**src/common/io_pkg.sv**
```systemverilog
package io_pkg;

	// ========================================
	// channel words
	// ========================================

	localparam int data_w = 32;
	localparam int chan_w = 3;

	// push channels
	localparam logic [chan_w-1:0] ch_hex = 3'd0;
	localparam logic [chan_w-1:0] ch_led = 3'd1;
	localparam logic [chan_w-1:0] ch_palette = 3'd2;
	localparam logic [chan_w-1:0] ch_pixel = 3'd3;
	localparam logic [chan_w-1:0] ch_uart_tx = 3'd4;

	// pop channels
	localparam logic [chan_w-1:0] ch_uart = 3'd0;
	localparam logic [chan_w-1:0] ch_timer = 3'd1;

	// ========================================
	// board timing
	// ========================================

	// clocks per serial bit, same for both directions
	localparam int baud_div = 16;

	// video counts are in clocks along a line and in lines down a frame
	localparam int line_clks = 1600;
	localparam int hsync_clks = 192;
	localparam int frame_lines = 525;
	localparam int vsync_lines = 2;
	localparam int active_x_first = 285;
	localparam int active_x_last = 1565;
	localparam int active_y_first = 35;
	localparam int active_y_last = 514;

	localparam int fifo_aw = 8;

	// one push word seen by the panel as four digit slots and by the video
	// side as a palette command
	typedef union packed {
		// slot n holds segments in [7:1] and its load bit in [0]
		logic [3:0][7:0] hex;
		struct packed {
			logic [23:0] rgb;
			logic we;
			logic restart;
			logic [1:0] rsvd;
			logic [3:0] index;
		} pal;
	} io_word_t;

endpackage

```
**src/design/panel_out.sv**
```systemverilog
`timescale 1ns/1ps

module panel_out (
	input  logic clk,
	input  logic arst_n,
	input  logic hex_we,
	input  logic led_we,
	input  io_pkg::io_word_t push_data,
	output logic [6:0] hex0,
	output logic [6:0] hex1,
	output logic [6:0] hex2,
	output logic [6:0] hex3,
	output logic [9:0] ledr,
	output logic [7:0] ledg
);

	logic [3:0][6:0] hex_q;

	// segment pins are active low, so a blank digit is all ones
	always_ff @(posedge clk or negedge arst_n) begin
		if (!arst_n) begin
			hex_q <= '1;
		end else if (hex_we) begin
			for (int i = 0; i < 4; i++) begin
				if (push_data.hex[i][0]) begin
					hex_q[i] <= ~push_data.hex[i][7:1];
				end
			end
		end
	end

	always_ff @(posedge clk or negedge arst_n) begin
		if (!arst_n) begin
			ledr <= '0;
			ledg <= '0;
		end else if (led_we) begin
			{ledr, ledg} <= push_data[17:0];
		end
	end

	assign hex0 = hex_q[0];
	assign hex1 = hex_q[1];
	assign hex2 = hex_q[2];
	assign hex3 = hex_q[3];

endmodule

```
**config.mk**
```make
export PLATFORM = sky130hd
export DESIGN_NAME = panel_out
export DESIGN_NICKNAME = d
export VERILOG_FILES = /design/src/common/io_pkg.sv /design/src/design/panel_out.sv
export SDC_FILE = /design/constraint.sdc
export NUM_CORES = 1
export LEC_CHECK = 0
export BUFFER_PORTS_ARGS = -buffer_cell sky130_fd_sc_hd__buf_2
export CORE_MARGIN = 1
export CORE_UTILIZATION = 39
export CTS_BUF_LIST = sky130_fd_sc_hd__clkbuf_8
export CTS_CLUSTER_DIAMETER = 200
export DETAILED_ROUTE_END_ITERATION = 10
export GPL_ROUTABILITY_DRIVEN = 0
export HOLD_SLACK_MARGIN = 0.02
export PLACE_DENSITY = 0.78
export REMOVE_ABC_BUFFERS = 1
export SKIP_LAST_GASP = 1
export SLEW_MARGIN = 5
export SYNTH_ARGS = -nofsm -noshare
export SYNTH_HDL_FRONTEND = slang
export SYNTH_SLANG_ARGS = --single-unit
```
**constraint.sdc**
```tcl
create_clock -name clk -period 1.08 [get_ports clk]
set_clock_uncertainty 0.2 [all_clocks]
set_input_delay 0.162 -clock clk [delete_from_list [all_inputs] [get_ports clk]]
set_output_delay 0.162 -clock clk [all_outputs]
set_load 0.01 [all_outputs]
```
======== Word-level counts from Yosys, hierarchy flattened ========
Index checks and enable logic that the tools add are counted.
operators by class
  bitwise logic cells ..................... 4
  reduce and logical (&&, ||, !) cells .... 4
operators by type and width
  operator             number
  7-bit NOT            4
  2-bit AND reduction  4
storage, ports and cells
  register bits after elaboration ......... 46
  input bits .............................. 36
  output and inout bits ................... 46
  logic and storage cells ................. 14

======== Logic depth before layout (Yosys ltp) ========
Gate-level depths: netlist of the first run.
  depth in word-level cells ............... 1
  mapped depth ............................ 3
  depth with buffers taken out ............ 2

======== Least setup slack after synthesis of the first run ========
Ideal clock, no wire load.
  path kind ............................... input port to flip-flop
  start ................................... in led_we
  end ..................................... reg ledg[6]
  library setup time ...................... 0.125 ns
  arrival ................................. 0.705 ns
  required time ........................... 0.755 ns
  slack ................................... 0.050 ns
  stages .................................. 3
  buffers on the path ..................... 2
  cells stage by stage .................... buf_6 -> buf_12 -> mux2_4
RTL lines
  element               line             text
  start, declared       panel_out.sv:7   input logic led_we,
  end signal, assigned  panel_out.sv:37  {ledr, ledg} <= push_data[17:0];
  end, declared         panel_out.sv:14  output logic [7:0] ledg
No word-level cell between the ends.

======== Final worst setup path of the first run ========
  start ................................... reg hex_q, in the netlist hex2[2]
  end ..................................... out hex2[2]
RTL lines
  element                          line             text
  start, declared                  panel_out.sv:17  logic [3:0][6:0] hex_q;
  start signal, assigned by index  panel_out.sv:26  hex_q[i] <= ~push_data.hex[i][7:1];
  end, declared                    panel_out.sv:11  output logic [6:0] hex2,
No word-level cell between the ends.

==> results of run 1 <==
[path summary, 6_finish.rpt]
check,from,to,slack [ns]
max reg2reg,hex3[2]$_DFFE_PN1P_,hex3[2]$_DFFE_PN1P_,-0.07
max in group asynchronous,arst_n,hex0[3]$_DFFE_PN1P_,0.22
min in group asynchronous,arst_n,ledr[1]$_DFFE_PN0P_,0.19
max,hex2[2]$_DFFE_PN1P_,hex2[2],-0.23
min,push_data[8],ledr[0]$_DFFE_PN0P_,-0.08
min reg2reg,hex1[3]$_DFFE_PN1P_,hex1[3]$_DFFE_PN1P_,0.28
[layer usage]
metal,vias up,share of wire [%],GRT usage [%]
met4,0,1.2,5.33
li1,639,-,-
met5,-,0,0
met1,649,42,22.7
met3,7,6.6,4.64
met2,51,50,31.1
[repair_timing]
item,in CTS,in global routing
hold buffers,31,8
hold endpoints to repair,92,16
resized for setup,28,8
buffers inserted,4,3
endpoints found under the setup margin,46,66
[Yosys cell counts]
| library cell | n |
|---|---|
| mux2_2 | 8 |
| buf_12 | 1 |
| dfrtp_1 | 18 |
| buf_2 | 1 |
| nand2_2 | 4 |
| mux2i_1 | 27 |
| mux2_4 | 10 |
| buf_6 | 1 |
| a21oi_1 | 1 |
| inv_1 | 27 |
| dfstp_2 | 28 |
| a31oi_1 | 1 |
[cells by family after synthesis]
logic type,Yosys count,synth area share (%)
flops,46,63.4
compound gates,2,0.602
mux,45,27.3
buf+inv,30,7.36
simple gates,4,1.34
[power by group through the flow]
stage | clock network [mW] | registers (mW) | logic [mW]
finish | 1.19 | 2.22 | 1.12
detailed placement | 0 | 2.19 | 0.800
global route | 1.29 | 2.25 | 1.21
CTS | 1.23 | 2.21 | 1.08
global placement | 0 | 2.19 | 0.777
floorplan | 0 | 2.31 | 0.270
[through the flow]
stage               std cells  setup slack (ns)  hold WS [ns]  utilization (%)  instance area (um2)
finish                    297            -0.228       -0.0769             66.6                 2980
global route              297            -0.260       -0.0864             66.6                 2980
CTS                       302            -0.235       -0.0868             66.4                 2970
detailed placement        259           -0.0449       -0.0388             52.4                 2340
global placement          259           -0.0221       -0.0435             52.4                 2340
floorplan                 124             0.101        -0.334                -                 1830
[area by class of cell]
type	instances	area [um2]
clock buffer	8	110
fill	330	1490
inverter	27	101
multi-input combinational	51	547
sequential	46	1190
tap	52	65.1
timing repair buffer	113	971
[flip-flops by register name, summed over array words and instances, names as in the netlist]
name / flops
hex2: 7
hex3: 7
hex0: 7
ledr: 10
hex1: 7
ledg: 8
==> reports/metrics.yaml, run 1 <==
synthesis:
  synth_area_leaders: "dfstp_2, dfrtp_1, mux2i_1"
  synth_top_area_share_pct: 39.3
  ys_seq_area_share_pct: 63.4
  ys_seq_elements: 46
  synth_cell_type_count: 12
  synth-warning-count: 0
  syn_area_um2: 1870
  syn_avg_cell_area_um2: 14.7
  synth_cells: 127
  synth_area_leader_cell: "dfstp_2"
worst_setup_path:
  cp_top_family: "flip-flops"
  cpPeakStageDelay_ns: 0.55
  cp.arrival_ns: 0.95
  worstPathRequired_ns: 0.72
  start_kind: "flop"
  worstPathCellList: "buf_6"
  path_class: "reg -> out"
  critPathBufInv: 1
  end_kind: "primary output"
  r2r_cells: 3
  crit_cells: 1
  critPathMaxFanout: 2
  crit_slowest_cell: "dfstp_2"
route:
  first_pass_iters: 7
  viasPerCell: 4.53
  finalWirelength_mm: 4.23
  ant_nets: 0
  drcViolationCount: 8
  routedWlPerCell_um: 14.3
  num_vias: 1346
  drtIter0Drc: 97
power_and_ir_drop:
  p_leak_nw: 1.59
  switching_share_pct: 25.1
  p_comb_share_pct: 24.7
  vdd_drop_max_uv: 776
  power_frac_seq_pct: 49.1
  power.switching_mw: 1.13
  clockPowerShare_pct: 26.2
  power_mw: 4.52
  internal_power_mw: 3.39
  power_density_nw_per_um2: 1520
die:
  core_area_um2: 4470
  die_h_um: 71.3
  rows: 24
  start_util_pct: 41.8
  die_w_um: 71.3
  io_pins: 82
  die-area_um2: 5080
clocking:
  cts_tree: "yes"
  path_clk_slew_ns: 0.08
  cts_sinks: 46
  root_buffer: "clkbuf_8"
  cts_buffer_depth: 2
  htree_levels: 2
  clk_latency_ns: 0.29
  numCtsBuffers: 5
sta:
  setup_ws_ns: -0.228
  min_period_over_period_pct: 121
  hold_ws_ns: -0.0769
  worst_slew_pin_slew_ns: 0.265
  fin_setup_tns_ns: -8.20
  post-route-min-period_ns: 1.31
  final_hold_viol_count: 4
  max_freq_mhz: 765
  timing_max_transition_violations_final: 0
  setup_viol: 55
  relSlewSlack_pct: 82.3
  rsz0062_at_grt: "true"
final_layout:
  areaGrowthSynthToFinish_pct: 59.3
  finalNetCount: 280
  drive_gt1_share_pct: 57.6
  mostFrequentLayoutCells: "buf_2, buf_6, dlygate4sd3_1, dfstp_2, mux2i_1"
  num_antenna_cells: 0
  layout_commonest_cell: "buf_2"
grt:
  grt_max_degree: 47
  track_usage_pct: 18.1
  grt_pass1_vias: 1445
  grt_overflow: 0
  antenna_found_initial: 0
  grt_pass1_wl_mm: 6.91
min_path:
  hold_depth: 2
  hp-class: "in -> reg"
run_status:
  status: "finished, violations left"
  failed_checks: "design-rule violations, negative hold slack, negative setup slack"
job:
  cap_violations: 0
placed_design:
  dp_hpwl_mm: 2.48
  port_buffers: 81
Note: power is estimated with default switching activity, not from simulation.
==> run 2, diff against run 1 <==
ABC_AREA = 1   (was not set)
PLACE_DENSITY = 0.77   (was 0.78)
==> run 2 against run 1 <==
The flow finishes with violations (negative hold slack, negative setup slack). Flip-flop and latch count did not move. Cell area rose by 5.0%. Clock-buffer cell count fell by 2. Hold slack improved by 0.030 ns. Routed wire length rose by 18%. Global-route usage rose by 1.5 points. Setup slack got worse by 0.0019 ns. Non-clock buffer count rose by 15. Sequential share of layout area fell by 1.9 points. Clock power fell by 14%. Synthesized cell count rose by 79%. Via count rose by 37%.
==> reports/metrics.yaml, run 2 <==
clocking:
  cts_tree: "yes"
  clk_latency_ns: 0.29  # about the same
  cts_buffer_depth: 2  # unchanged
  htree_levels: 2  # unchanged
  numCtsBuffers: 5  # unchanged
  cts_sinks: 46  # unchanged
  root_buffer: "clkbuf_8"
  path_clk_slew_ns: 0.08  # about the same
worst_setup_path:
  cp_top_family: "flip-flops"
  worstPathCellList: "buf_6"
  critPathLaunch: "hex1[6]$_DFFE_PN1P_"
  critPathMaxFanout: 2  # unchanged
  crit_slowest_cell: "dfstp_2"
  rrSetupSlack_ns: 0.03  # +0.10 ns
  r2r_start: "ledg[1]$_DFFE_PN0P_"
  cp.arrival_ns: 0.95  # about the same
  path_class: "reg -> out"
  cpPeakStageDelay_ns: 0.56  # about the same
  start_kind: "flop"
  worstPathRequired_ns: 0.72  # about the same
  end_kind: "primary output"
  critPathBufInv: 1  # unchanged
min_path:
  min-delay-start: "push_data[24]"
  hp-class: "in -> reg"
route:
  drcViolationCount: 0  # -8
  ant_nets: 0  # unchanged
  drtIter0Drc: 110  # +13%
  routedWlPerCell_um: 11.9  # -16%
  first_pass_iters: 4  # -3
  finalWirelength_mm: 5.00  # +18%
  viasPerCell: 4.39  # -3.1%
  num_vias: 1840  # +37%
die:
  start_util_pct: 41.2  # -0.66 points
  die-area_um2: 5340  # +5.1%
  io_pins: 82  # unchanged
  die_w_um: 73.1  # +2.5%
  core_area_um2: 4790  # +7.0%
  die_h_um: 73.1  # +2.5%
  rows: 25  # +4.2%
synthesis:
  synth_edf_count: 0  # unchanged
  async_flop_share_pct: 100  # unchanged
  synth-warning-count: 0  # unchanged
  syn_avg_cell_area_um2: 8.68  # -41%
  synth_flop_cell: "dfstp_2"
  yosys-top-cells-count: "nand2_1, inv_1, dfstp_2, nand3_1, dfrtp_1"
  synth_cell_type_count: 12  # unchanged
  synth_cells: 227  # +79%
  ys_seq_elements: 46  # unchanged
  synth_area_leaders: "dfstp_2, dfrtp_1, nand2_1"
  synth_area_leader_cell: "dfstp_2"
  syn_area_um2: 1970  # +5.3%
  synth_top_area_share_pct: 37.4  # -2.0 points
  ys_seq_area_share_pct: 60.2  # -3.2 points
  yosysMostFrequentCell: "nand2_1"
sta:
  final_hold_viol_count: 27  # +23
  rsz0062_at_grt: "true"
  post-route-min-period_ns: 1.31  # +0.00190 ns
  setup_ws_ns: -0.230  # -0.00190 ns
  setup_viol: 47  # -15%
  timing_max_transition_violations_final: 0  # unchanged
  relSlewSlack_pct: 84.2  # +1.9 points
  min_period_over_period_pct: 121  # +0.18 points
  max_freq_mhz: 763  # -0.15%
  hold_ws_ns: -0.0465  # +0.0304 ns
  worst_slew_pin_slew_ns: 0.237  # -0.0281 ns
placed_design:
  dp_hpwl_mm: 2.93  # +18%
  port_buffers: 81  # unchanged
  dp.cells: 369  # +42%
  place_area_um2: 2470  # +5.5%
  place_ws_ns: 0.0646  # +0.110 ns
power_and_ir_drop:
  p_leak_nw: 1.72  # +8.4%
  vdd_drop_max_uv: 647  # -17%
  power_density_nw_per_um2: 1350  # -11%
  power_mw: 4.22  # -6.7%
final_layout:
  fin_cells: 419  # +41%
  postLayoutCellArea_um2: 3130  # +5.0%
  finalNetCount: 387  # +38%
  num_antenna_cells: 0  # unchanged
  drive_gt1_share_pct: 38.1  # -19 points
  areaGrowthSynthToFinish_pct: 58.9
  nFillCells: 402  # +22%
  top_regs: "ledr (10), ledg (8)"
  fin_util_pct: 65.4  # -1.2 points
  largest_register_ff_count: 10  # unchanged
  mostFrequentLayoutCells: "nand2_1, buf_2, inv_1, dlygate4sd3_1"
  layout_commonest_cell: "nand2_1"
  max_flop_register: "ledr"
run_status:
  failed_checks: "negative hold slack, negative setup slack"
  status: "finished, violations left"
job:
  cap_violations: 0  # unchanged
grt:
  track_usage_pct: 19.6  # +1.5 points
  antenna_found_initial: 0  # unchanged
  grt_overflow: 0  # unchanged
  grt_max_degree: 47  # unchanged
  grt_pass1_wl_mm: 7.99  # +16%
  grt_pass1_vias: 1818  # +26%
==> run 2: changes by cell type in the layout (fill, tap and decap cells not counted), sizes merged, moves of 3 or more <==
cell,change
buf,+17
clkbuf,-3
inv,+21
mux2,-18
mux2i,-27
nand2,+74
nand3,+28
o21ai,+18
==> run 2: area by class of cell <==
cell class | instances | area, um2 | area share [%]
timing repair buffer | 128 | 1060 | 33.8
multi-input combinational | 124 | 538 | 17.2
clock buffer | 6 | 82.6 | 2.64
sequential | 46 | 1190 | 37.9
tap | 67 | 83.8 | 2.68
clock inverter | 2 | 7.51 | 0.240
inverter | 46 | 173 | 5.52
==> run 2: final timing paths <==
kind | depth (start not counted) | to
max reg2reg | 4 | ledg[1]$_DFFE_PN0P_
min reg2reg | 2 | hex3[5]$_DFFE_PN1P_
max | 1 | hex1[6]
max in group asynchronous | 3 | hex3[4]$_DFFE_PN1P_
min in group asynchronous | 3 | ledg[4]$_DFFE_PN0P_
min | 3 | hex3[2]$_DFFE_PN1P_
==> run 2: metrics by stage <==
stage / hold slack, ns / setup TNS [ns]
floorplan: -0.334 / 0
global placement: -0.0389 / 0
detailed placement: -0.0336 / 0
CTS: -0.0589 / -8.28
global route: -0.0418 / -9.13
finish: -0.0465 / -7.62
==> run 2: where the power goes <==
| part | total [mW] | internal (mW) | switching [mW] |
|---|---|---|---|
| Sequential | 2.15 | 2.01 | 0.132 |
| Clock | 1.02 | 0.503 | 0.521 |
| Combinational | 1.05 | 0.584 | 0.465 |
| Total | 4.22 | 3.10 | 1.12 |
==> run 2: cells by family (layout without fill, tap and decap cells) <==
| family | count (synthesis) | count (layout) | synth area share [%] |
|---|---|---|---|
| compound gates | 18 | 18 | 4.57 |
| buf+inv | 57 | 182 | 12.5 |
| flops | 46 | 46 | 60.2 |
| simple gates | 106 | 106 | 22.7 |
==> run 2: per-layer routing <==
layer / vias to the layer above / global-route usage (%) / wire length [um]
met4: 0 / 8.28 / 46
met1: 853 / 22.8 / 2070
li1: 923 / - / -
met2: 58 / 35.0 / 2640
met3: 6 / 3.73 / 241
met5: - / 0 / 0
==> run 2: repair_timing <==
item	in CTS	in global routing
setup endpoints to repair	46	48
hold buffers	30	1
hold endpoints to repair	92	31
pin swaps	0	0
resized for setup	28	0
setup buffers	6	6
==> run 3, diff against run 2 <==
CORE_UTILIZATION = 49   (was 39)
PLACE_DENSITY = 0.91   (was 0.77)
==> run 3 against run 2 <==
The run still ends with negative hold slack, negative setup slack left. Hold slack improved by 0.0035 ns. Cell count shrank 5.3%. Routed wire length is 6.8% higher. Combinational power about the same. Flip-flop and latch count is the same. Clock power barely moved. Total power is 0.63% higher. Global-route usage rose by 6.3 points. Critical path depth unchanged. Sequential power about the same. Utilization up 17 points. Via count is 1.2% higher.
==> reports/metrics.yaml, run 3 (same netlist as run 2, synthesis figures left out) <==
worst_setup_path:
  cp_top_family: "flip-flops"
  cpPeakStageDelay_ns: 0.56  # about the same
  critPathMaxFanout: 2  # unchanged
  worstPathRequired_ns: 0.72  # about the same
  endpoint: "hex0[1]"
  start_kind: "flop"
  r2r_cells: 4  # unchanged
  timing.rr.end: "hex0[4]$_DFFE_PN1P_"
  end_kind: "primary output"
  worstPathCellList: "buf_6"
  rrSetupSlack_ns: -0.04  # -0.07 ns
  r2r_start: "hex0[4]$_DFFE_PN1P_"
  crit_slowest_cell: "dfstp_2"
  crit_cells: 1  # unchanged
  path_class: "reg -> out"
  critPathBufInv: 1  # unchanged
  critPathLaunch: "hex0[1]$_DFFE_PN1P_"
  cp.arrival_ns: 0.94  # about the same
grt:
  grt_pass1_vias: 1869  # +2.8%
  grt_max_degree: 47  # unchanged
  grt_pass1_wl_mm: 8.38  # +4.9%
  grt_overflow: 0  # unchanged
  antenna_found_initial: 0  # unchanged
  track_usage_pct: 25.9  # +6.3 points
placed_design:
  port_buffers: 81  # unchanged
  place_area_um2: 2450  # -0.96%
  dp_hpwl_mm: 2.93  # -0.13%
  dp.cells: 350  # -5.1%
final_layout:
  mostFrequentLayoutCells: "nand2_1, buf_2, inv_1, dlygate4sd3_1, buf_6"
  max_flop_register: "ledr"
  areaGrowthSynthToFinish_pct: 56.8
  num_antenna_cells: 0  # unchanged
  fin_cells: 397  # -5.3%
  drive_gt1_share_pct: 38.1  # +0.041 points
  fin_util_pct: 82.5  # +17 points
  top_regs: "ledr (10), ledg (8)"
  postLayoutCellArea_um2: 3090  # -1.3%
  largest_register_ff_count: 10  # unchanged
  finalNetCount: 384  # -0.78%
  layout_commonest_cell: "nand2_1"
route:
  ant_nets: 0  # unchanged
  num_vias: 1862  # +1.2%
  finalWirelength_mm: 5.34  # +6.8%
  drcViolationCount: 0  # unchanged
  viasPerCell: 4.69  # +6.8%
  routedWlPerCell_um: 13.4  # +13%
  first_pass_iters: 4  # unchanged
  drtIter0Drc: 121  # +10%
power_and_ir_drop:
  p_leak_nw: 1.71  # -0.80%
  vdd_drop_max_uv: 1090  # +68%
  power_density_nw_per_um2: 1370  # +2.0%
sta:
  min_period_over_period_pct: 121  # -0.32 points
  post-route-min-period_ns: 1.31  # -0.00345 ns
  setup_viol: 47  # unchanged
  max_freq_mhz: 765  # +0.26%
  hold_ws_ns: -0.0430  # +0.00353 ns
  relSlewSlack_pct: 84.2  # about the same
  final_hold_viol_count: 24  # -11%
  timing_max_transition_violations_final: 0  # unchanged
  rsz0062_at_grt: "true"
  setup_ws_ns: -0.226  # +0.00345 ns
  worst_slew_pin_slew_ns: 0.238  # +0.00122 ns
die:
  die_h_um: 65.4  # -10%
  core_area_um2: 3740  # -22%
  die-area_um2: 4280  # -20%
  start_util_pct: 52.6  # +11 points
  rows: 22  # -12%
  io_pins: 82  # unchanged
  die_w_um: 65.4  # -10%
clocking:
  clk_latency_ns: 0.29  # about the same
  hold_buffers: 29  # -3.3%
  cts_sinks: 46  # unchanged
  cts_tree: "yes"
  numCtsBuffers: 5  # unchanged
  cts_buffer_depth: 2  # unchanged
  root_buffer: "clkbuf_8"
  path_clk_slew_ns: 0.08  # about the same
  htree_levels: 2  # unchanged
run_status:
  status: "finished, violations left"
  failed_checks: "negative hold slack, negative setup slack"
min_path:
  hp-class: "in -> reg"
job:
  cap_violations: 0  # unchanged
[run 3: cell type report]
cell class                      instances  area, um2
Timing Repair Buffer                  125       1040
Multi-Input combinational cell        124        538
Clock buffer                            6       82.6
Sequential cell                        46       1190
Clock inverter                          2       8.76
Inverter                               46        173
Fill cell                             224        656
Tap cell                               48       60.1
[run 3: worst min path at each step]
stage | start | endpoint | cells past startpoint | slack [ns]
global placement | arst_n | ledg[2]$_DFFE_PN0P_ | 2 | -0.04
detailed placement | arst_n | ledg[6]$_DFFE_PN0P_ | 2 | -0.02
finish | push_data[24] | hex3[2]$_DFFE_PN1P_ | 3 | -0.04
floorplan | arst_n | ledg[0]$_DFFE_PN0P_ | 0 | -0.33
CTS | push_data[24] | hex3[4]$_DFFE_PN1P_ | 3 | -0.06
global route | push_data[24] | hex3[2]$_DFFE_PN1P_ | 3 | -0.04
[run 3: layer usage]
metal / vias up / wire length (um) / global-route usage [%]
met5: - / 0 / 0
met4: 0 / 87 / 10.3
met3: 10 / 230 / 6.94
met2: 64 / 2840 / 44.7
met1: 873 / 2170 / 30.4
li1: 915 / - / -
[run 3: stage by stage]
stage / setup WS, ns / power (mW) / hold WS, ns / setup TNS (ns)
2_1_floorplan: 0.178 / 2.44 / -0.334 / 0
3_3_place_gp: 0.0848 / 2.84 / -0.0416 / 0
3_5_place_dp: 0.0800 / 2.87 / -0.0172 / 0
4_1_cts: -0.234 / 4.21 / -0.0567 / -8.11
5_1_grt: -0.268 / 4.47 / -0.0414 / -9.50
6_report: -0.226 / 4.25 / -0.0430 / -7.75
[run 3: what timing repair did]
item | 4_1_cts | 5_1_grt
pin swaps | 0 | 0
resized for setup | 28 | 1
endpoints found under the setup margin | 46 | 46
endpoints found under the hold margin | 91 | 28
buffers inserted | 4 | 6
[run 3: worst reg2reg max path: stages (launching register included)]
cell and delay [ns]:
dfstp_2 0.54, buf_4 0.11, buf_4 0.10, nand2_1 0.05, nand2_1 0.07
[run 3: power by group]
group	switching, mW	internal [mW]
logic	0.473	0.573
clock network	0.540	0.507
registers	0.137	2.01
total	1.15	3.09
