<file path="config.mk">
export PLATFORM = sky130hd
export DESIGN_NAME = io_ctrl
export DESIGN_NICKNAME = d
export VERILOG_FILES = /design/src/common/io_pkg.sv /design/src/design/io_ctrl.sv
export SDC_FILE = /design/constraint.sdc
export NUM_CORES = 1
export LEC_CHECK = 0
export BUFFER_PORTS_ARGS = -buffer_cell sky130_fd_sc_hd__buf_2
export CAP_MARGIN = 30
export CELL_PAD_IN_SITES_DETAIL_PLACEMENT = 1
export CELL_PAD_IN_SITES_GLOBAL_PLACEMENT = 1
export CORE_MARGIN = 2
export CORE_UTILIZATION = 30
export CTS_BUF_LIST = sky130_fd_sc_hd__clkbuf_8
export DETAILED_ROUTE_END_ITERATION = 10
export PLACE_DENSITY = 0.85
export SLEW_MARGIN = 15
export SYNTH_ARGS = -nofsm -noshare
export SYNTH_HDL_FRONTEND = slang
export SYNTH_SLANG_ARGS = --single-unit
</file>
<file path="constraint.sdc">
create_clock -name clk -period 1.5 [get_ports clk]
set_input_delay 0.15 -clock clk [delete_from_list [all_inputs] [get_ports clk]]
set_output_delay 0.15 -clock clk [all_outputs]
set_load 0.02 [all_outputs]
</file>
<file path="src/common/io_pkg.sv">
package io_pkg;

	// ========================================
	// channel words
	// ========================================

	localparam int data_w = 32;
	localparam int chan_w = 3;

	// push channels
	localparam logic [chan_w-1:0] ch_hex = 3'd0;
	localparam logic [chan_w-1:0] ch_led = 3'd1;
	localparam logic [chan_w-1:0] ch_palette = 3'd2;
	localparam logic [chan_w-1:0] ch_pixel = 3'd3;
	localparam logic [chan_w-1:0] ch_uart_tx = 3'd4;

	// pop channels
	localparam logic [chan_w-1:0] ch_uart = 3'd0;
	localparam logic [chan_w-1:0] ch_timer = 3'd1;

	// ========================================
	// board timing
	// ========================================

	// clocks per serial bit, same for both directions
	localparam int baud_div = 16;

	// video counts are in clocks along a line and in lines down a frame
	localparam int line_clks = 1600;
	localparam int hsync_clks = 192;
	localparam int frame_lines = 525;
	localparam int vsync_lines = 2;
	localparam int active_x_first = 285;
	localparam int active_x_last = 1565;
	localparam int active_y_first = 35;
	localparam int active_y_last = 514;

	localparam int fifo_aw = 8;

	// one push word seen by the panel as four digit slots and by the video
	// side as a palette command
	typedef union packed {
		// slot n holds segments in [7:1] and its load bit in [0]
		logic [3:0][7:0] hex;
		struct packed {
			logic [23:0] rgb;
			logic we;
			logic restart;
			logic [1:0] rsvd;
			logic [3:0] index;
		} pal;
	} io_word_t;

endpackage

</file>
<file path="src/design/io_ctrl.sv">
`timescale 1ns/1ps

module io_ctrl (
	input  logic clk,
	input  logic arst_n,
	input  logic push_valid,
	input  logic [io_pkg::chan_w-1:0] push_chan,
	input  io_pkg::io_word_t push_data,
	input  logic pop_valid,
	input  logic [io_pkg::chan_w-1:0] pop_chan,
	input  logic tx_free,
	input  logic rx_valid,
	input  logic [7:0] rx_byte,
	input  logic fifo_full,
	output logic push_retry,
	output logic [io_pkg::data_w-1:0] pop_data,
	output logic hex_we,
	output logic led_we,
	output logic tx_we,
	output logic rx_clr,
	output logic pal_we,
	output logic frame_restart,
	output logic pix_we
);
	import io_pkg::*;

	logic push_ok;
	logic [data_w-1:0] timer;

	// ========================================
	// push side
	// ========================================

	// only the two buffered devices can push back
	always_comb begin
		case (push_chan)
			ch_pixel: push_retry = fifo_full;
			ch_uart_tx: push_retry = !tx_free;
			default: push_retry = 1'b0;
		endcase
	end

	assign push_ok = push_valid && !push_retry;

	assign hex_we = push_ok && push_chan == ch_hex;
	assign led_we = push_ok && push_chan == ch_led;
	assign pix_we = push_ok && push_chan == ch_pixel;
	assign tx_we = push_ok && push_chan == ch_uart_tx;
	assign pal_we = push_ok && push_chan == ch_palette && push_data.pal.we;
	assign frame_restart = push_ok && push_chan == ch_palette && push_data.pal.restart;

	// ========================================
	// pop side
	// ========================================

	// reading a valid byte consumes it
	assign rx_clr = pop_valid && pop_chan == ch_uart && rx_valid;

	always_comb begin
		case (pop_chan)
			ch_uart: pop_data = {tx_free, rx_valid, {(data_w - 10){1'b0}}, rx_byte};
			ch_timer: pop_data = timer;
			default: pop_data = '0;
		endcase
	end

	always_ff @(posedge clk or negedge arst_n) begin
		if (!arst_n) begin
			timer <= '0;
		end else begin
			timer <= timer + 1'b1;
		end
	end

	a_one_device: assert property (@(posedge clk) disable iff (!arst_n)
		$onehot0({hex_we, led_we, tx_we, pal_we | frame_restart, pix_we}))
		else $error("more than one device strobed in one clock");

endmodule

</file>
Word level (Yosys, flattened, before mapping). Index checks and enable logic that the tools add are counted.

Equal/unequal tests: 5. Add/sub/neg operators: 1. Reductions and logical operators: 14. Muxes and demuxes: 2.

Operator list (number): 32-bit one-hot mux with 2 select lines (1); 32-bit by 1-bit adder with 32-bit output, second input constant (1); 1-bit logical AND (10); 3-bit by 1-bit == test with 1-bit output, second input constant (2); 3-bit by 2-bit == test with 1-bit output, second input constant (2); 3-bit logical NOT (2); 3-bit == test, second input constant (1); 1-bit logical NOT (2); 1-bit one-hot mux with 2 select lines (1).

Logic and storage cells: 23. Output and inout port bits: 40. Bits in registers: 32. Bits of input ports: 53.

Depth between registers and ports, before layout. Gate-level depths: netlist (run 1).

Word-level depth: 6. Gate-level depth with buffers: 5. Depth with buffers taken out: 5.

Worst setup path after synthesis (run 1). OpenSTA, ideal clock, no wires.

Path kind: reg-to-reg. Start: register timer[4]. End: register timer[28]. Period minus slack after synthesis: 1.463 ns. Library setup time: 0.123 ns. Cell stages (with the launch flop): 5. Setup slack: 0.037 ns. Arrival: 1.340 ns. Cell sequence: dfrtp_1 -> nand4_4 -> nor4_4 -> nand4_1 -> xnor2_1.

Cells in the longest elaborated chain, start to end: 1.

RTL lines: from (decl) (RTL line io_ctrl.sv:28) `logic [data_w-1:0] timer;`; from (signal assigned) (RTL line io_ctrl.sv:71) `timer <= timer + 1'b1;`; 32-bit by 1-bit adder with 32-bit output (RTL line io_ctrl.sv:71).

No other way between the ends.

Final worst setup path (run 1).
Start: register timer[7]. End: register timer[25].

Same word-level chain as after synthesis.

==> impl_metrics.py, run 1 <==
metrics = {
    "run_status": {
        "status": "complete, but fails checks",
        "violations": "setup timing",
    },
    "global_route": {
        "busiest_layer": "met2",
        "grt_max_degree": 33,
        "grtUsageMet3": 0.03956,
        "grt_pass1_vias": 1842,
        "use_met1": 0.1902,
        "gr-total-overflow": 0,
        "grt_pass1_wl_mm": 8.625,
        "grt_usage": 0.1698,
        "antenna_found_initial": 0,
        "gr-usage-met2": 0.3172,
    },
    "routing": {
        "drtPass1Iterations": 4,
        "drt_drc_violations_left": 0,
        "routed_wl_mm": 5.860,
        "drt_iter0_drc": 47,
        "vias": 1775,
        "routed_via_density": 5.028,
        "ant_nets": 0,
        "avgRoutedWirePerCell_um": 16.60,
    },
    "timing": {
        "drv_slew": 0,
        "period_share": 1.014,
        "fin_worst_skew_ns": 0.003099,
        "finalHoldViolations": 0,
        "timing.slew.headroom": 0.5092,
        "post-route-min-period_ns": 1.521,
        "timing.final.ws_setup_ns": -0.02086,
        "setup_viol": 2,
        "tightest_slew_ns": 0.7362,
        "max_freq_ghz": 0.6575,
        "rsz0062_at_grt": "true",
    },
    "worst_setup_path": {
        "r2r_cells": 6,
        "critPathMaxStageDelay_ns": 0.38,
        "critPathSlowestCell": "dfrtp_1",
        "cp.arrival_ns": 1.69,
        "reg2reg_from": "timer[7]",
        "critPathCaptureType": "flop",
        "worstPathCellList": "nand4_1 -> buf_6 -> nor4_4 -> buf_6 -> nand4_1 -> xnor2_1",
        "critPathKind": "flop to flop",
        "r2r_slack_ns": -0.02,
        "worst_path_dominant_cell_family": "simple AND/OR/NAND/NOR gates",
        "required_ns": 1.67,
        "cp_max_fo": 8,
        "worst-path-buf-inv": 2,
        "startpoint_type": "flop",
        "r2r-end": "timer[25]",
    },
    "synth": {
        "mappedNetlistArea_mm2": 0.001809,
        "syn_area_per_cell_um2": 9.727,
        "synth_cells": 186,
        "synth_top_area_share": 0.4426,
        "synth_cell_type_count": 25,
        "ys_seq_area_frac": 0.4426,
        "synth_fp_nets": 240,
        "ys_warn_count": 0,
        "yosysTopAreaCell": "dfrtp_1",
        "synth.area.top_cells": "dfrtp_1 (44%), xnor2_1 (12%), and3_1 (9.0%), mux2i_1 (5.0%), nor2_1 (3.7%)",
        "synth_seq_cells": 32,
    },
    "finish": {
        "largest_reg_flops": 32,
        "area_growth_syn_to_layout_pct": 43.64,
        "instances_no_fill": 353,
        "drive_above_1_share": 0.4065,
        "num-fill-cells": 709,
        "n_antenna_cell": 0,
        "final_util": 0.4415,
        "reg_top3": "timer (32)",
        "largest-register": "timer",
        "nets": 332,
    },
    "floorplan": {
        "dieWidth_um": 81.66,
        "core_mm2": 0.005886,
        "die_area_mm2": 0.006668,
        "fp-row-count": 28,
        "fp.dieH_um": 81.66,
        "initial_utilization": 0.3074,
        "io_pins": 93,
    },
    "place": {
        "place_ws_ns": -0.02192,
        "dp.cells": 339,
        "io_buffers": 62,
        "hpwl_mm": 4.002,
        "gp_congestion": 0.7381,
    },
    "clock_network": {
        "clockRootBuffer": "clkbuf_8",
        "cts.sinks": 32,
        "clk_pin_slew_ns": 0.07,
        "clkLatencyLatePin_ns": 0.29,
        "cts_made_buffers": 5,
        "clk_path_buf_depth": 2,
        "cts_tree": "yes",
        "cts-htree-levels": 2,
    },
    "power": {
        "ir_drop_v": 0.0002449,
        "total_power_mw": 1.747,
        "p_per_area_mw_per_mm2": 672.2,
        "leakage_nw": 1.446,
    },
    "flow_run": {
        "maxCapViolCount": 0,
    },
    "min_path": {
        "hold_class": "input port to async pin",
    },
}
==> cell families (layout without fill, tap and decap cells) <==
family                     after synthesis  after routing  share of synthesized area
buffers and inverters                   15            107                    0.03112
muxes                                    9              9                    0.04979
and+or+nand+nor                         97             97                     0.3167
AOI/OAI and AO/OA                        2              2                   0.007605
adders and majority gates                1              1                   0.006915
DFF                                     32             32                     0.4426
xor gates and xnor gates                30             30                     0.1452
==> through the flow <==
| stage | hold WS (ns) | cell area [um2] | TNS [ns] |
|---|---|---|---|
| finish | 0.4689 | 2599 | -0.02888 |
| global route | 0.5145 | 2599 | -1.010 |
| CTS | 0.4941 | 2492 | 0 |
| detailed placement | 0.2537 | 2371 | -0.02401 |
| global placement | 0.2429 | 2371 | 0 |
| floorplan | -0.1456 | 1809 | 0 |
==> power breakdown <==
group	total, mW	internal [mW]	switching (mW)
sequential	0.863	0.863	0
combinational	0.147	0.0533	0.0934
clock	0.738	0.409	0.329
==> cells in the mapped netlist <==
library cell / number
a21oi_1: 1
and2_1: 2
and3_1: 26
and4_1: 3
buf_1: 1
clkbuf_1: 9
dfrtp_1: 32
ha_1: 1
inv_1: 5
mux2i_1: 9
nand2_1: 11
nand2b_1: 1
nand3_1: 13
nand4_1: 10
nand4_2: 1
nand4_4: 1
nor2_1: 18
nor2b_1: 1
nor3_1: 5
nor3b_1: 2
nor4_4: 2
o32ai_1: 1
or2_2: 1
xnor2_1: 25
xor2_1: 5
==> layout by cell type (no fill, tap or decap), types with 2 or more instances in the layout <==
cell      synthesis  routed
buf_2             0      62
dfrtp_1          32      32
buf_4             0      28
and3_1           26      26
xnor2_1          25      24
nor2_1           18      17
nand2_1          11      11
nand4_1          10      10
nand3_1          13      10
mux2i_1           9       9
clkbuf_8          0       7
inv_1             5       5
xor2_1            5       5
nor3_1            5       4
and4_1            3       3
nand3_2           0       3
buf_6             0       3
nand4_4           1       2
nor4_4            2       2
nor3b_1           2       2
and2_1            2       2
==> worst register-to-register path, stage by stage (launching register included) <==
cell and delay, ns:
dfrtp_1 0.38, nand4_1 0.12, buf_6 0.15, nor4_4 0.29, buf_6 0.17, nand4_1 0.14, xnor2_1 0.16
==> layer usage <==
metal,up-vias,share of wire
li1,832,-
met1,888,0.40
met2,41,0.55
met3,14,0.033
met4,0,0.024
met5,-,0
==> worst max-delay path by stage <==
stage / cells after the start / slack, ns / start / endpoint
after detailed placement: 5 / -0.02 / timer[15] / timer[25]
after CTS: 6 / 0.008 / timer[15] / timer[25]
after global placement: 5 / 0.06 / timer[6] / timer[30]
final: 6 / -0.02 / timer[7] / timer[25]
after floorplan: 4 / 0.04 / timer[4] / timer[28]
after global routing: 6 / -0.13 / timer[7] / timer[25]
==> final cells by class <==
class                           count  area (um2)  area share
Multi-Input combinational cell    139        1005      0.3866
Timing Repair Buffer               95       584.3      0.2248
Tap cell                           75       93.84     0.03611
Clock buffer                        7       96.34     0.03707
Sequential cell                    32       800.8      0.3081
Inverter                            5       18.77    0.007222
==> what timing repair did <==
action	in CTS	in global routing
setup endpoints to repair	10	15
hold endpoints to repair	32	0
buffers inserted	2	4
resized for setup	0	13
pin swaps	2	13
hold buffers	1	0
No activity file was read; power rests on OpenSTA's default activity.
==> run 2: changes to the inputs <==
GPL_TIMING_DRIVEN = 0   (was unset)
PLACE_DENSITY = 0.77   (was 0.85)
==> run 2 against run 1 <==
  * Critical endpoint is now timer[28]
  * Via count shrank 3.8%
  * Sequential power is essentially flat
  * Die area is the same
  * Wire length shrank 3.8%
  * The flow still finishes with violations (setup timing)
  * Flip-flop and latch count is the same
  * Count of clock-buffer cells in the layout shrank 1
  * Sequential share of layout area grew 1.2 points
  * Setup slack lost 0.045 ns
  * First-iteration DRC count grew 8.5%
  * Final area shrank 2.1%
==> impl_metrics.py, run 2 (synthesis gave the netlist of run 1 again) <==
metrics = {
    "run_status": {
        "status": "complete, but fails checks",
        "violations": "setup timing",
    },
    "timing": {
        "drv_slew": 0,
        "hold_slack_ns": 0.4461,
        "period_share": 1.044,
        "fin_worst_skew_ns": 0.005912,
        "tightest_slew_ns": 0.7149,
        "setup_viol": 11,
        "rsz0062_at_grt": "true",
        "max_freq_ghz": 0.6387,
        "timing.slew.headroom": 0.5234,
        "timing.final.ws_setup_ns": -0.06579,
        "post-route-min-period_ns": 1.566,
        "finalHoldViolations": 0,
    },
    "place": {
        "place_ws_ns": -0.3204,
        "io_buffers": 61,
        "dpl_cell_area_mm2": 0.002208,
        "hpwl_mm": 3.679,
        "gp_congestion": 0.7220,
    },
    "clock_network": {
        "cts_tree": "yes",
        "cts_made_buffers": 5,
        "clk_pin_slew_ns": 0.07,
        "cts.sinks": 32,
        "cts-htree-levels": 2,
        "clockRootBuffer": "clkbuf_8",
        "clkLatencyLatePin_ns": 0.30,
        "clk_path_buf_depth": 2,
    },
    "finish": {
        "n_antenna_cell": 0,
        "drive_above_1_share": 0.4280,
        "num-fill-cells": 711,
        "largest_reg_flops": 32,
        "nets": 324,
        "reg_top3": "timer (32)",
        "area_growth_syn_to_layout_pct": 40.59,
        "final_cell_mix": "buf_2 (61), and3_1 (26), xnor2_1 (25)",
        "final_common_cell": "buf_2",
        "largest-register": "timer",
        "final_util": 0.4322,
        "postLayoutCellArea_mm2": 0.002544,
    },
    "min_path": {
        "hold_class": "input port to async pin",
    },
    "floorplan": {
        "fp.dieH_um": 81.66,
        "initial_utilization": 0.3074,
        "core_mm2": 0.005886,
        "fp-row-count": 28,
        "dieWidth_um": 81.66,
        "die_area_mm2": 0.006668,
        "io_pins": 93,
    },
    "worst_setup_path": {
        "critPathKind": "flop to flop",
        "critPathCaptureType": "flop",
        "cp.arrival_ns": 1.74,
        "cp_max_fo": 4,
        "startpoint_type": "flop",
        "required_ns": 1.68,
    },
    "flow_run": {
        "maxCapViolCount": 0,
    },
    "routing": {
        "route.met3.wl_um": 212,
        "routed.top_layer": "met4",
        "routed_wl_mm": 5.640,
        "routed_via_density": 4.934,
        "drt_drc_violations_left": 0,
        "avgRoutedWirePerCell_um": 16.30,
        "drtPass1Iterations": 4,
        "vias": 1707,
        "dr_wl_met2_mm": 3.127,
        "ant_nets": 0,
        "wl_met1_mm": 2.207,
        "drt_iter0_drc": 51,
    },
    "global_route": {
        "antenna_found_initial": 0,
        "grt_max_degree": 33,
        "grt_pass1_wl_mm": 8.618,
        "grt_usage": 0.1732,
        "gr-total-overflow": 0,
        "grt_pass1_vias": 1704,
    },
    "power": {
        "p_per_area_mw_per_mm2": 675.9,
        "ir_drop_v": 0.0003103,
        "leakage_nw": 1.359,
    },
}
## run 2: path summary, 6_finish.rpt
kind	endpoint	from	slack [ns]	depth (start not counted)
min in group clk	timer[31]	timer[31]	0.48	1
min reg2reg	timer[31]	timer[31]	0.48	1
min	timer[27]	arst_n	0.45	2
max reg2reg	timer[28]	timer[11]	-0.07	5
max in group asynchronous	timer[10]	arst_n	0.55	2
max	timer[28]	timer[11]	-0.07	5
## run 2: timing repair
item,in CTS,in global routing
setup endpoints to repair,41,34
endpoints found under the hold margin,32,0
pin swaps,7,10
hold buffers,1,0
resized for setup,16,22
buffers inserted,11,6
## run 2: stage by stage
step	power, mW	instances	setup TNS [ns]
global placement	1.023	322	-4.960
global route	1.776	346	-1.717
CTS	1.715	340	-0.1106
finish	1.719	346	-0.3372
detailed placement	1.026	322	-5.475
floorplan	0.9468	186	0
## run 2: routing by layer
layer	vias up	track usage
met5	-	0
met4	0	0.06167
met3	10	0.04725
met2	28	0.3107
met1	857	0.1970
li1	812	-
## run 2: area by class of cell
cell class,count,area (um2),area share
Multi-Input combinational cell,139,1031,0.4053
Sequential cell,32,814.5,0.3202
Timing Repair Buffer,79,454.2,0.1786
Clock buffer,6,82.58,0.03246
Clock inverter,2,11.26,0.004427
Inverter,5,18.77,0.007378
Buffer,8,37.54,0.01476
Tap cell,75,93.84,0.03689
## run 2: critical path, cell delays in order, from the launching register on
cell and delay, ns:
dfrtp_2 0.42, nand4_4 0.17, nor4_4 0.34, buf_4 0.19, nand4_1 0.15, xnor2_1 0.18
## run 2: power breakdown
group          switching, mW  internal [mW]
combinational         0.0970         0.0555
clock                  0.339          0.366
sequential                 0          0.863
==> run 3: changes to the inputs <==
ABC_AREA = 1   (was unset)
PLACE_DENSITY = 0.79   (was 0.77)
==> run 3 against run 2 <==
  * The run now ends clean
  * Register-to-register slack gained 0.16 ns
  * Count of clock-buffer cells in the layout shrank 1
  * Power shrank 5.5%
  * Non-clock buffer count shrank 20
  * Maximum frequency grew 11%
  * Critical path depth grew 3
  * Synthesized area grew 18%
  * Sequential power is essentially flat
  * Via count grew 28%
  * Flip-flop and latch count is the same
  * Setup slack gained 0.16 ns
  * Core utilization shrank 4.0 points
  * Critical path type unchanged
  * Critical endpoint is now timer[20]
  * Largest cell class unchanged
==> impl_metrics.py, run 3 <==
metrics = {
    "floorplan": {
        "core_mm2": 0.006832,
        "initial_utilization": 0.3119,
        "fp.dieH_um": 88.28,
        "dieWidth_um": 88.28,
        "fp-row-count": 30,
        "die_area_mm2": 0.007792,
        "io_pins": 93,
    },
    "finish": {
        "area_growth_syn_to_layout_pct": 25.84,
        "drive_above_1_share": 0.2353,
        "reg_top3": "timer (32)",
        "final_cell_mix": "nand2_1 (100), buf_2 (62), nor2_1 (60)",
        "n_antenna_cell": 0,
        "final_common_cell": "nand2_1",
        "largest_reg_flops": 32,
        "largest-register": "timer",
        "nets": 445,
    },
    "worst_setup_path": {
        "worst_path_dominant_cell_family": "simple AND/OR/NAND/NOR gates",
        "worstPathCellList": "ha_2 -> nand2_1 -> nor2_4 -> nand2_2 -> nor2_4 -> nand2_1 -> nand2_1 -> nand2_1",
        "cp.arrival_ns": 1.58,
        "cpMostUsedCell": "nand2_1",
        "critPathCaptureType": "flop",
        "worst-path-buf-inv": 0,
        "cp_max_fo": 5,
        "critPathKind": "flop to flop",
        "r2r_cells": 8,
        "critPathMaxStageDelay_ns": 0.37,
        "critPathSlowestCell": "dfrtp_1",
        "required_ns": 1.68,
        "cp.depth": 8,
        "startpoint_type": "flop",
    },
    "clock_network": {
        "clkLatencyLatePin_ns": 0.29,
        "clk_pin_slew_ns": 0.07,
        "cts-htree-levels": 2,
        "cts_made_buffers": 5,
        "cts.sinks": 32,
        "clockRootBuffer": "clkbuf_8",
        "cts_tree": "yes",
        "clk_path_buf_depth": 2,
    },
    "place": {
        "hpwl_mm": 5.058,
        "io_buffers": 62,
        "gp_congestion": 0.7971,
        "place_ws_ns": -0.07668,
    },
    "synth": {
        "ys_warn_count": 0,
        "synth_cell_type_count": 23,
        "ys.flop_type": "dfrtp_1",
        "synthArstFlopShare": 1.000,
        "synth_top_area_share": 0.3758,
        "synth_edf_count": 0,
        "synth_most_common_cell": "nand2_1",
        "synth_seq_cells": 32,
        "synth_cells": 321,
        "synth_fp_nets": 375,
        "mappedNetlistArea_mm2": 0.002131,
        "syn_area_per_cell_um2": 6.638,
        "ys_seq_area_frac": 0.3758,
        "synth.area.top_cells": "dfrtp_1 (38%), nand2_1 (18%), nor2_1 (11%), inv_1 (7.9%), nand3_1 (7.0%)",
        "synthTopCellsByCount": "nand2_1 (100), nor2_1 (64), inv_1 (45), dfrtp_1 (32), nand3_1 (30)",
        "yosysTopAreaCell": "dfrtp_1",
    },
    "routing": {
        "routed_via_density": 4.499,
        "drtPass1Iterations": 4,
        "ant_nets": 0,
        "routed_wl_mm": 6.211,
        "drt_iter0_drc": 52,
        "avgRoutedWirePerCell_um": 12.75,
        "vias": 2191,
        "drt_drc_violations_left": 0,
    },
    "timing": {
        "drv_slew": 0,
        "tns_ns": 0,
        "max_freq_ghz": 0.7110,
        "period_share": 0.9377,
        "timing.slew.headroom": 0.4927,
        "fin_worst_skew_ns": 0.01023,
        "tightest_slew_ns": 0.7609,
        "setup_viol": 0,
        "post-route-min-period_ns": 1.406,
        "finalHoldViolations": 0,
        "timing.final.ws_setup_ns": 0.09351,
    },
    "global_route": {
        "grt_pass1_wl_mm": 10.43,
        "grt_pass1_vias": 2264,
        "antenna_found_initial": 0,
        "gr-total-overflow": 0,
        "grt_usage": 0.1734,
        "grt_max_degree": 33,
    },
    "power": {
        "leakage_nw": 1.347,
        "ir_drop_v": 0.0003218,
        "p_per_area_mw_per_mm2": 606.2,
    },
    "min_path": {
        "hold_class": "input port to async pin",
    },
    "run_status": {
        "status": "completed",
    },
    "flow_run": {
        "maxCapViolCount": 0,
    },
}
[run 3: cell count changes after synthesis, moves of 7 or more]
cell	delta
clkbuf_1	-7
nand3_1	+17
mux2i_1	-9
xor2_1	+8
xnor2_1	-24
nand4_1	-10
nor2_1	+46
nand2_1	+89
and3_1	-26
o21ai_0	+7
inv_1	+40
[run 3: layer usage]
layer,share of wire,global-route usage,vias up
met1,0.47,0.2199,1011
met3,0.051,0.03918,8
met4,0.013,0.04959,0
met2,0.47,0.2967,60
li1,-,-,1112
met5,0,0,-
[run 3: stage by stage]
step                cells  hold slack [ns]  total power [mW]  instance area (um2)    util
floorplan             321          -0.1456            0.9385                 2131       -
global placement      479           0.2565             1.012                 2561  0.3749
detailed placement    479           0.2698             1.016                 2561  0.3749
CTS                   486           0.4955             1.652                 2650  0.3879
global route          487           0.5373             1.705                 2681  0.3925
finish                487           0.4778             1.625                 2681  0.3925
[run 3: final timing paths]
check	from	to	slack, ns
worst max-delay path	timer[1]	timer[20]	0.09
min in group clk	timer[31]	timer[31]	0.49
max in group asynchronous	arst_n	timer[15]	0.50
worst min-delay path	arst_n	timer[14]	0.48
worst max register to register	timer[1]	timer[20]	0.09
worst min register to register	timer[31]	timer[31]	0.49
[run 3: cell families (layout without fill, tap and decap cells)]
kind of cell | after synthesis | in the layout | share of synthesized area
AND/OR/NAND/NOR | 214 | 214 | 0.4422
buffers and inverters | 50 | 120 | 0.08866
flip-flops | 32 | 32 | 0.3758
adder cells (fa/ha/maj) | 1 | 1 | 0.005871
AO/OA/AOI/OAI | 9 | 9 | 0.02231
XOR/XNOR | 15 | 15 | 0.06518
[run 3: repair_timing]
action                                  CTS  global route
buffers inserted                          0             1
pin swaps                                 1             0
gates resized for setup                   1            11
endpoints found under the setup margin   14            15
endpoints found under the hold margin    32             0
hold buffers                              1             0
[run 3: final cells by class]
class | count | area (um2)
clock inverter | 2 | 8.758
buffer | 3 | 16.27
tap | 96 | 120.1
inverter | 46 | 172.7
clock buffer | 5 | 68.82
timing repair buffer | 64 | 327.8
multi-input combinational | 239 | 1164
fill | 919 | 4150
sequential | 32 | 803.3
[run 3: power by group]
| part | switching (mW) | leakage, nW | internal (mW) |
|---|---|---|---|
| clock network | 0.318 | 0.0452 | 0.308 |
| registers | 0 | 0.429 | 0.863 |
| logic | 0.0905 | 0.873 | 0.0459 |
[run 3: worst reg2reg max path, stage by stage, from the launching register on]
cell,delay (ns)
dfrtp_1,0.37
ha_2,0.21
nand2_1,0.10
nor2_4,0.14
nand2_2,0.15
nor2_4,0.14
nand2_1,0.08
nand2_1,0.06
nand2_1,0.06
